### src/include/branch_config.svh
`ifndef BRANCH_CONFIG_SVH
`define BRANCH_CONFIG_SVH

// ====================
// branch unit sizing
// ====================

// data and address width.
`define BR_XLEN 32

// rob tag width.
`define BR_ROB_BITS 4

// station depth, 2, 4 or 8.
`define BR_RS_ENTRIES 4

`endif

### src/design/branchIsaPkg.sv
`include "branch_config.svh"

package branchIsaPkg;

  // ====================
  // branch opcodes
  // ====================
  typedef enum logic [2:0] {
    BEQ  = 3'd0,
    BNE  = 3'd1,
    BLT  = 3'd2,
    BGE  = 3'd3,
    BLTU = 3'd4,
    BGEU = 3'd5,
    JAL  = 3'd6,
    JALR = 3'd7
  } branchOpE;

  typedef logic [`BR_XLEN-1:0] xlenT;

  // signed view of a word for blt and bge.
  typedef logic signed [`BR_XLEN-1:0] sxlenT;

  // compare results of one operand pair.
  typedef struct packed {
    logic eq;
    logic lt;   // signed.
    logic ltu;  // unsigned.
  } cmpFlagsT;

endpackage

### src/design/rsPkg.sv
`include "branch_config.svh"

package rsPkg;

  // ====================
  // entry state
  // ====================
  typedef enum logic [1:0] {
    EMPTY   = 2'd0,
    WAITING = 2'd1,
    READY   = 2'd2
  } entryStateE;

  // ====================
  // station widths
  // ====================

  // rob tag, also used on the cdb.
  typedef logic [`BR_ROB_BITS-1:0] robTagT;

  // one bit per station entry.
  typedef logic [`BR_RS_ENTRIES-1:0] entryMaskT;

endpackage

### src/design/rsWriteIf.sv
`timescale 1ns/1ps

interface rsWriteIf;
  import rsPkg::*;
  import branchIsaPkg::*;

  entryMaskT writeReq;  // one-hot, single-cycle strobe.
  branchOpE  op;
  robTagT    rob;
  xlenT      src1;
  xlenT      src2;
  logic      ready1;
  logic      ready2;
  robTagT    tag1;
  robTagT    tag2;
  xlenT      predictedPc;
  xlenT      target;
  xlenT      seqPc;

  modport dispatcher (output writeReq, op, rob, src1, src2, ready1, ready2,
                      tag1, tag2, predictedPc, target, seqPc);
  modport station (input writeReq, op, rob, src1, src2, ready1, ready2,
                   tag1, tag2, predictedPc, target, seqPc);
endinterface

### src/design/branchIssueIf.sv
`timescale 1ns/1ps

interface branchIssueIf;
  import rsPkg::*;
  import branchIsaPkg::*;

  logic     issueValid;  // one pulse per issued branch.
  robTagT   rob;
  branchOpE op;
  xlenT     src1;
  xlenT     src2;
  xlenT     predictedPc;
  xlenT     target;
  xlenT     seqPc;

  modport issuer (output issueValid, rob, op, src1, src2, predictedPc, target,
                  seqPc);
  modport executor (input issueValid, rob, op, src1, src2, predictedPc, target,
                    seqPc);

endinterface

### src/design/branchDispatch.sv
`timescale 1ns/1ps

module branchDispatch (
  input  logic                   clk,
  input  logic                   arstN,
  input  logic                   dispatchValid,
  input  branchIsaPkg::branchOpE dispatchOp,
  input  rsPkg::robTagT          dispatchRob,
  input  branchIsaPkg::xlenT     dispatchSrc1,
  input  branchIsaPkg::xlenT     dispatchSrc2,
  input  logic                   dispatchReady1,
  input  logic                   dispatchReady2,
  input  rsPkg::robTagT          dispatchTag1,
  input  rsPkg::robTagT          dispatchTag2,
  input  branchIsaPkg::xlenT     dispatchPredictedPc,
  input  branchIsaPkg::xlenT     dispatchTarget,
  input  branchIsaPkg::xlenT     dispatchSeqPc,
  input  logic                   cdbValid,
  input  rsPkg::robTagT          cdbRob,
  input  branchIsaPkg::xlenT     cdbValue,
  input  rsPkg::entryMaskT       busy,
  output logic                   dispatchFull,
  rsWriteIf.dispatcher           wr
);
  import rsPkg::*;

  entryMaskT freeOneHot;
  logic      bypass1;
  logic      bypass2;

  // lowest clear bit of busy, zero when full.
  assign freeOneHot   = ~busy & (busy + 1'b1);
  assign dispatchFull = &busy;

  // same-cycle cdb snoop.
  assign bypass1 = cdbValid && !dispatchReady1 && (cdbRob == dispatchTag1);
  assign bypass2 = cdbValid && !dispatchReady2 && (cdbRob == dispatchTag2);

  assign wr.writeReq    = dispatchValid ? freeOneHot : '0;
  assign wr.op          = dispatchOp;
  assign wr.rob         = dispatchRob;
  assign wr.src1        = bypass1 ? cdbValue : dispatchSrc1;
  assign wr.src2        = bypass2 ? cdbValue : dispatchSrc2;
  assign wr.ready1      = dispatchReady1 | bypass1;
  assign wr.ready2      = dispatchReady2 | bypass2;
  assign wr.tag1        = dispatchTag1;
  assign wr.tag2        = dispatchTag2;
  assign wr.predictedPc = dispatchPredictedPc;
  assign wr.target      = dispatchTarget;
  assign wr.seqPc       = dispatchSeqPc;

  // rename has to hold off while the station is full.
  noDispatchWhenFull: assert property (
    @(posedge clk) disable iff (!arstN) dispatchValid |-> !dispatchFull
  ) else $error("branchDispatch: dispatch while station full");

endmodule

### src/design/branchRSEntry.sv
`timescale 1ns/1ps

module branchRSEntry #(
  parameter int unsigned entryIdx = 0
) (
  input  logic                   clk,
  input  logic                   arstN,
  input  logic                   flush,
  input  logic                   cdbValid,
  input  rsPkg::robTagT          cdbRob,
  input  branchIsaPkg::xlenT     cdbValue,
  input  logic                   selected,
  rsWriteIf.station              wr,
  output logic                   busy,
  output logic                   selectReq,
  output rsPkg::robTagT          rob,
  output branchIsaPkg::branchOpE op,
  output branchIsaPkg::xlenT     src1,
  output branchIsaPkg::xlenT     src2,
  output branchIsaPkg::xlenT     predictedPc,
  output branchIsaPkg::xlenT     target,
  output branchIsaPkg::xlenT     seqPc
);
  import rsPkg::*;

  entryStateE state;
  logic       load;
  logic       ready1;
  logic       ready2;
  robTagT     tag1;
  robTagT     tag2;
  logic       wake1;
  logic       wake2;

  assign load  = wr.writeReq[entryIdx];
  assign wake1 = cdbValid && !ready1 && (cdbRob == tag1);
  assign wake2 = cdbValid && !ready2 && (cdbRob == tag2);

  assign busy      = (state != EMPTY);
  assign selectReq = (state == READY);

  // ====================
  // entry state machine
  // ====================
  always_ff @(posedge clk or negedge arstN) begin
    if (!arstN) begin
      state <= EMPTY;
    end else if (flush) begin
      state <= EMPTY;
    end else begin
      case (state)
        EMPTY:   if (load) state <= (wr.ready1 && wr.ready2) ? READY : WAITING;
        WAITING: if ((ready1 || wake1) && (ready2 || wake2)) state <= READY;
        READY:   if (selected) state <= EMPTY;
        default: state <= EMPTY;
      endcase
    end
  end

  always_ff @(posedge clk) begin
    if (load) begin
      rob         <= wr.rob;
      op          <= wr.op;
      src1        <= wr.src1;
      src2        <= wr.src2;
      ready1      <= wr.ready1;
      ready2      <= wr.ready2;
      tag1        <= wr.tag1;
      tag2        <= wr.tag2;
      predictedPc <= wr.predictedPc;
      target      <= wr.target;
      seqPc       <= wr.seqPc;
    end else begin
      if (wake1) begin
        src1   <= cdbValue;
        ready1 <= 1'b1;
      end
      if (wake2) begin
        src2   <= cdbValue;
        ready2 <= 1'b1;
      end
    end
  end

  selectOnlyReady: assert property (
    @(posedge clk) disable iff (!arstN) selected |-> state == READY
  ) else $error("branchRSEntry: grant to entry not ready");

  // dispatch must only target a free entry.
  writeOnlyEmpty: assert property (
    @(posedge clk) disable iff (!arstN) load |-> state == EMPTY
  ) else $error("branchRSEntry: write into occupied entry");

endmodule

### src/design/branchSelect.sv
`timescale 1ns/1ps
`include "branch_config.svh"

module branchSelect (
  input  logic             clk,
  input  logic             arstN,
  input  logic             flush,
  input  rsPkg::entryMaskT writeReq,
  input  rsPkg::entryMaskT requests,
  output rsPkg::entryMaskT grants
);
  import rsPkg::*;

  // olderThan[i][j] set when entry i was written before entry j.
  entryMaskT olderThan [`BR_RS_ENTRIES];

  always_ff @(posedge clk or negedge arstN) begin
    if (!arstN) begin
      for (int i = 0; i < `BR_RS_ENTRIES; i++) begin
        olderThan[i] <= '0;
      end
    end else if (flush) begin
      for (int i = 0; i < `BR_RS_ENTRIES; i++) begin
        olderThan[i] <= '0;
      end
    end else begin
      for (int i = 0; i < `BR_RS_ENTRIES; i++) begin
        if (writeReq[i]) olderThan[i] <= '0;            // newest entry.
        else             olderThan[i] <= olderThan[i] | writeReq;
      end
    end
  end

  always_comb begin
    logic blocked;
    grants = '0;
    for (int i = 0; i < `BR_RS_ENTRIES; i++) begin
      blocked = 1'b0;
      for (int j = 0; j < `BR_RS_ENTRIES; j++) begin
        if (j != i && requests[j] && olderThan[j][i]) blocked = 1'b1;
      end
      grants[i] = requests[i] && !blocked;
    end
  end

  grantOneHot: assert property (
    @(posedge clk) disable iff (!arstN) $onehot0(grants)
  ) else $error("branchSelect: more than one grant");

endmodule

### src/design/branchRS.sv
`timescale 1ns/1ps
`include "branch_config.svh"

module branchRS (
  input  logic               clk,
  input  logic               arstN,
  input  logic               flush,
  input  logic               cdbValid,
  input  rsPkg::robTagT      cdbRob,
  input  branchIsaPkg::xlenT cdbValue,
  rsWriteIf.station          wr,
  output rsPkg::entryMaskT   busy,
  branchIssueIf.issuer       issue
);
  import rsPkg::*;
  import branchIsaPkg::*;

  entryMaskT requests;
  entryMaskT grants;

  robTagT   entryRob         [`BR_RS_ENTRIES];
  branchOpE entryOp          [`BR_RS_ENTRIES];
  xlenT     entrySrc1        [`BR_RS_ENTRIES];
  xlenT     entrySrc2        [`BR_RS_ENTRIES];
  xlenT     entryPredictedPc [`BR_RS_ENTRIES];
  xlenT     entryTarget      [`BR_RS_ENTRIES];
  xlenT     entrySeqPc       [`BR_RS_ENTRIES];

  robTagT   robSel;
  branchOpE opSel;
  xlenT     src1Sel;
  xlenT     src2Sel;
  xlenT     predictedPcSel;
  xlenT     targetSel;
  xlenT     seqPcSel;

  // ====================
  // entries and select
  // ====================
  for (genvar g = 0; g < `BR_RS_ENTRIES; g++) begin : gEntry
    branchRSEntry #(.entryIdx(g)) entryInst (
      .clk, .arstN, .flush, .cdbValid, .cdbRob, .cdbValue,
      .selected    (grants[g]),
      .wr          (wr),
      .busy        (busy[g]),
      .selectReq   (requests[g]),
      .rob         (entryRob[g]),
      .op          (entryOp[g]),
      .src1        (entrySrc1[g]),
      .src2        (entrySrc2[g]),
      .predictedPc (entryPredictedPc[g]),
      .target      (entryTarget[g]),
      .seqPc       (entrySeqPc[g])
    );
  end

  branchSelect selectInst (
    .clk, .arstN, .flush,
    .writeReq (wr.writeReq),
    .requests (requests),
    .grants   (grants)
  );

  // granted entry fields.
  always_comb begin
    robSel         = '0;
    opSel          = BEQ;
    src1Sel        = '0;
    src2Sel        = '0;
    predictedPcSel = '0;
    targetSel      = '0;
    seqPcSel       = '0;
    for (int i = 0; i < `BR_RS_ENTRIES; i++) begin
      if (grants[i]) begin
        robSel         = entryRob[i];
        opSel          = entryOp[i];
        src1Sel        = entrySrc1[i];
        src2Sel        = entrySrc2[i];
        predictedPcSel = entryPredictedPc[i];
        targetSel      = entryTarget[i];
        seqPcSel       = entrySeqPc[i];
      end
    end
  end

  // ====================
  // issue register
  // ====================
  always_ff @(posedge clk or negedge arstN) begin
    if (!arstN)     issue.issueValid <= 1'b0;
    else if (flush) issue.issueValid <= 1'b0;
    else            issue.issueValid <= |grants;
  end

  always_ff @(posedge clk) begin
    if (|grants) begin
      issue.rob         <= robSel;
      issue.op          <= opSel;
      issue.src1        <= src1Sel;
      issue.src2        <= src2Sel;
      issue.predictedPc <= predictedPcSel;
      issue.target      <= targetSel;
      issue.seqPc       <= seqPcSel;
    end
  end

endmodule

### src/design/branchExecute.sv
`timescale 1ns/1ps

module branchExecute (
  input  logic               clk,
  input  logic               arstN,
  input  logic               flush,
  branchIssueIf.executor     issue,
  output logic               resolveValid,
  output rsPkg::robTagT      resolveRob,
  output branchIsaPkg::xlenT resolveNextPc,
  output logic               resolveMispredict,
  output branchIsaPkg::xlenT resolveLink
);
  import branchIsaPkg::*;

  cmpFlagsT cmp;
  logic     taken;
  xlenT     jalrSum;
  xlenT     takenPc;
  xlenT     nextPc;

  assign cmp.eq  = (issue.src1 == issue.src2);
  assign cmp.lt  = (sxlenT'(issue.src1) < sxlenT'(issue.src2));
  assign cmp.ltu = (issue.src1 < issue.src2);

  // ====================
  // branch decision
  // ====================
  always_comb begin
    case (issue.op)
      BEQ:     taken = cmp.eq;
      BNE:     taken = !cmp.eq;
      BLT:     taken = cmp.lt;
      BGE:     taken = !cmp.lt;
      BLTU:    taken = cmp.ltu;
      BGEU:    taken = !cmp.ltu;
      default: taken = 1'b1;  // jal, jalr.
    endcase
  end

  assign jalrSum = issue.src1 + issue.target;
  assign takenPc = (issue.op == JALR) ? (jalrSum & ~xlenT'(1)) : issue.target;
  assign nextPc  = taken ? takenPc : issue.seqPc;

  // ====================
  // result register
  // ====================
  always_ff @(posedge clk or negedge arstN) begin
    if (!arstN)     resolveValid <= 1'b0;
    else if (flush) resolveValid <= 1'b0;
    else            resolveValid <= issue.issueValid;
  end

  always_ff @(posedge clk) begin
    if (issue.issueValid) begin
      resolveRob        <= issue.rob;
      resolveNextPc     <= nextPc;
      resolveMispredict <= (nextPc != issue.predictedPc);
      resolveLink       <= issue.seqPc;  // return address.
    end
  end

endmodule

### src/design/branchUnitTop.sv
`timescale 1ns/1ps

module branchUnitTop (
  input  logic                   clk,
  input  logic                   arstN,
  input  logic                   flush,
  input  logic                   dispatchValid,
  input  branchIsaPkg::branchOpE dispatchOp,
  input  rsPkg::robTagT          dispatchRob,
  input  branchIsaPkg::xlenT     dispatchSrc1,
  input  branchIsaPkg::xlenT     dispatchSrc2,
  input  logic                   dispatchReady1,
  input  logic                   dispatchReady2,
  input  rsPkg::robTagT          dispatchTag1,
  input  rsPkg::robTagT          dispatchTag2,
  input  branchIsaPkg::xlenT     dispatchPredictedPc,
  input  branchIsaPkg::xlenT     dispatchTarget,
  input  branchIsaPkg::xlenT     dispatchSeqPc,
  output logic                   dispatchFull,
  input  logic                   cdbValid,
  input  rsPkg::robTagT          cdbRob,
  input  branchIsaPkg::xlenT     cdbValue,
  output logic                   resolveValid,
  output rsPkg::robTagT          resolveRob,
  output branchIsaPkg::xlenT     resolveNextPc,
  output logic                   resolveMispredict,
  output branchIsaPkg::xlenT     resolveLink
);
  import rsPkg::*;

  entryMaskT busy;

  rsWriteIf     wrBus ();
  branchIssueIf issueBus ();

  // producer.
  branchDispatch branchDispatch_inst (
    .clk, .arstN, .dispatchValid, .dispatchOp, .dispatchRob,
    .dispatchSrc1, .dispatchSrc2, .dispatchReady1, .dispatchReady2,
    .dispatchTag1, .dispatchTag2, .dispatchPredictedPc, .dispatchTarget,
    .dispatchSeqPc, .cdbValid, .cdbRob, .cdbValue, .busy, .dispatchFull,
    .wr (wrBus)
  );

  branchRS branchRS_inst (
    .clk, .arstN, .flush, .cdbValid, .cdbRob, .cdbValue, .busy,
    .wr    (wrBus),
    .issue (issueBus)
  );

  // consumer, always accepts.
  branchExecute branchExecute_inst (
    .clk, .arstN, .flush,
    .issue (issueBus),
    .resolveValid, .resolveRob, .resolveNextPc, .resolveMispredict, .resolveLink
  );

endmodule

### config.mk
export PLATFORM = sky130hd
export DESIGN_NAME = branchUnitTop
export DESIGN_NICKNAME = d
export VERILOG_FILES = /design/src/design/branchIsaPkg.sv /design/src/design/rsPkg.sv /design/src/design/rsWriteIf.sv /design/src/design/branchIssueIf.sv /design/src/design/branchDispatch.sv /design/src/design/branchRSEntry.sv /design/src/design/branchSelect.sv /design/src/design/branchRS.sv /design/src/design/branchExecute.sv /design/src/design/branchUnitTop.sv
export VERILOG_INCLUDE_DIRS = /design/src /design/src/include
export SDC_FILE = /design/constraint.sdc
export NUM_CORES = 2
export LEC_CHECK = 0
export BUFFER_PORTS_ARGS = -buffer_cell sky130_fd_sc_hd__buf_4
export CAP_MARGIN = 20
export CORE_UTILIZATION = 40
export DETAILED_ROUTE_END_ITERATION = 10
export HOLD_SLACK_MARGIN = 0.05
export PLACE_DENSITY = 0.69
export SETUP_SLACK_MARGIN = 0.15
export SYNTH_ARGS = -nofsm -noshare
export SYNTH_HDL_FRONTEND = slang
export SYNTH_SLANG_ARGS = --single-unit
### constraint.sdc
create_clock -name clk -period 7.3 [get_ports clk]
set_input_delay 1.46 -clock clk [delete_from_list [all_inputs] [get_ports clk]]
set_output_delay 1.46 -clock clk [all_outputs]
set_load 0.02 [all_outputs]
==> summary.md <==
| Metric | Value |
|---|---|
| Clock Tree Buf Depth | `3` |
| Worst Path Arrival | `5.11 ns` |
| Yosys cell types | `77` |
| Setup repair bufs after CTS | `0` |
| GRT Overall Usage | `21.38%` |
| Seq/Total Area, Yosys | `69.04%` |
| Ports | `289` |
| Worst slew margin | `26.60%` |
| Setup CP Type | `flop to flop` |
| Initial Util | `40.38%` |
| CTS Buf Count | `99` |
| WL met3 | `9471 microns` |
| Synthesis-stage register bit count | `966` |
| Met1 Wirelength | `48,090 microns` |
| DP HPWL | `73,280 microns` |
| Core Area | `0.1036 sq mm` |
| Area of the multi-input gates | `0.01206 sq mm` |
| Htree depth | `3` |
| Hold WC Path Type | `flop to flop` |
| R2r startpoint | `branchRS_inst.issue.src1[10]` |
| Vias in the first global route | `25,170` |
| Crit. Startpoint | `branchRS_inst.issue.src1[10]` |
| PortBufs | `288` |
| Leakage | `0.01667 uW` |
| Clock-pin transition on the worst setup and hold timing paths | `0.06 ns` |
| Cell Area, Placed | `0.04548 sq mm` |
| Clk sinks | `966` |
| Die area | `0.1059 sq mm` |
| Synth warnings | `0` |
| Die Y-Extent | `325.5 microns` |
| Drt total wl | `115,000 microns` |
| Residual DRC | `0` |
| Wire length on met2 | `54,900 microns` |
| Post-route ant nets | `0` |
| Antenna violations before repair | `23` |
| Final Instance Area | `0.04874 sq mm` |
| Cell Rows | `118` |
| Final hold vios | `0` |
| Pin count of the biggest net entering global routing | `211` |
| Post-route setup slack | `2.602 ns` |
| Worst Setup End Kind | `flop` |
| CTS resizes | `0` |
| Post-synth ARST share | `2.277%` |
| Layout cell share with drive strength beyond 1 | `23.61%` |
| Grt ovf | `0` |
| GP Congestion | `0.9451` |
| Drt initial violations | `2,624` |
| VDD IR max | `0.4557 mV` |
| HP Start | `branchRS_inst.issue.rob[3]` |
| Layout area overhead | `16.44%` |
| Power Density | `414.8 mW/mm^2` |
| Reg area | `0.02890 sq mm` |
| Hold-fix buffers, CTS | `0` |
| Vias after detailed routing | `26,050` |
| NumNets Final | `3,428` |
| Worst slew pin tran | `1.101 ns` |
| Post-route setup TNS | `0 ns` |
| First-pass GRT wire length | `168,200 microns` |
| Pre-CTS setup slack | `2.721 ns` |
| Max frequency | `212.8 MHz` |
| Synth Flop Type | `edfxtp_1` |
| Vias per cell | `5.644` |
| Root Buffer | `clkbuf_16` |
| Status | `finished clean` |
| Most frequent cells in the layout | `edfxtp_1, o21ai_0, buf_4, nand2_1, mux2_2` |
| Critical Path Source Type | `flop` |
| Top routing layer in use | `met5` |
| Power Total | `20,220 uW` |
| Fin crit share | `64.36%` |
| Max Slew Vio Count | `0` |
| Worst skew pair latency | `0.68 ns` |
| Post-synth EDFFs | `944` |
| Synth Instances | `2,902` |
| CTS tree | `done` |
| Max_cap viols | `0` |
| CP required | `7.71 ns` |
| Die X | `325.5 microns` |
| Setup repair after global routing missed its margin | `false` |
| 1st-pass router iterations | `6` |
| Mean post-synth cell area | `14.42 sq um` |
| Minimum clock period | `4.698 ns` |
| Clk_skew | `0.02101 ns` |
| Fillcell total | `8,997` |
| Worst-path maximum fanout | `34` |
| Commonest non-fill, non-tap cell in the layout | `edfxtp_1` |
| Syn Nets | `3,183` |
| Post-Syn Area | `0.04185 sq mm` |
| Final Setup Violations | `0` |
| Avg WL per Cell | `24.93 microns` |
flip-flops by register name (all words and copies together), names as in the netlist, 128 cells and up:
name,flops
branchRS_inst.gEntry.entryInst.predictedPc,128
branchRS_inst.gEntry.entryInst.seqPc,128
branchRS_inst.gEntry.entryInst.src1,128
branchRS_inst.gEntry.entryInst.src2,128
branchRS_inst.gEntry.entryInst.target,128
path summary, 6_finish.rpt:
check,slack (ns),cells past startpoint,end
max,2.60,13,branchExecute_inst.resolveMispredict
min,0.42,0,branchExecute_inst.resolveRob[3]
max reg2reg,2.60,13,branchExecute_inst.resolveMispredict
min reg2reg,0.42,0,branchExecute_inst.resolveRob[3]
max in group asynchronous,6.38,1,branchRS_inst.issue.issueValid
min in group asynchronous,0.67,1,branchRS_inst.gEntry[2].entryInst.state[1]
worst max-delay path: stages (launching register included):
cell and delay [ns]:
edfxtp_1 0.42, ha_1 0.34, a21o_1 0.17, a21oi_1 0.17, o22ai_1 0.10, a2111o_1 0.41
a211oi_2 0.30, xnor3_1 0.37, a211o_1 0.44, nand2_2 0.46, o21ai_1 0.21, a2111oi_2 0.42
nand4_1 0.11, or4_1 0.50
per-layer routing:
metal | track usage, % | vias up
met5 | 0 | -
met4 | 5.185 | 32
met3 | 4.988 | 177
met2 | 34.43 | 977
met1 | 29.24 | 13010
li1 | - | 11850
per-stage QoR:
stage / hold WS, ns / cells / util, %
2_1_floorplan: 0.4003 / 2902 / -
3_3_place_gp: 0.4080 / 4426 / 43.88
3_5_place_dp: 0.4084 / 4426 / 43.88
4_1_cts: 0.4239 / 4608 / 47.00
5_1_grt: 0.4395 / 4611 / 47.01
6_report: 0.4219 / 4615 / 47.02
report_power, final:
group / leakage [uW] / switching, uW / total, uW / internal [uW]
clock: 0.00158 / 2170 / 5080 / 2910
sequential: 0.00904 / 837 / 8660 / 7820
combinational: 0.00606 / 4110 / 6480 / 2380
total: 0.0167 / 7110 / 20200 / 13100
cell usage after synthesis, types with 37 or more instances:
cell | instances | area [sq um]
a21oi_1 | 61 | 305.3
xor2_1 | 37 | 324.1
ha_1 | 62 | 775.7
nand2_1 | 282 | 1059
o21ai_0 | 382 | 1912
inv_1 | 72 | 270.3
mux2_2 | 260 | 2928
clkbuf_1 | 152 | 570.6
edfxtp_1 | 944 | 28350
xnor2_1 | 51 | 446.7
a221o_1 | 168 | 1682
nor2_1 | 72 | 270.3
cell families after synthesis:
kind of cell | after synthesis | share of synthesized area, %
DFF | 966 | 69.04
AOI/OAI and AO/OA | 778 | 12.49
and+or+nand+nor | 483 | 5.055
muxes | 269 | 7.223
buffers and inverters | 252 | 2.281
xor gates and xnor gates | 91 | 2.003
adders and majority gates | 63 | 1.901
final cells by class:
cell class              instances  share of cell area [%]
multi-input cells            1684                   24.75
clock inverters                64                   1.412
repair buffers                324                   5.171
clock buffers                 118                   5.230
well taps                    1380                   3.543
flip-flops and latches        966                   59.30
diodes                          7                 0.03594
inverters                      72                  0.5648
(Power assumes the default switching activity.)
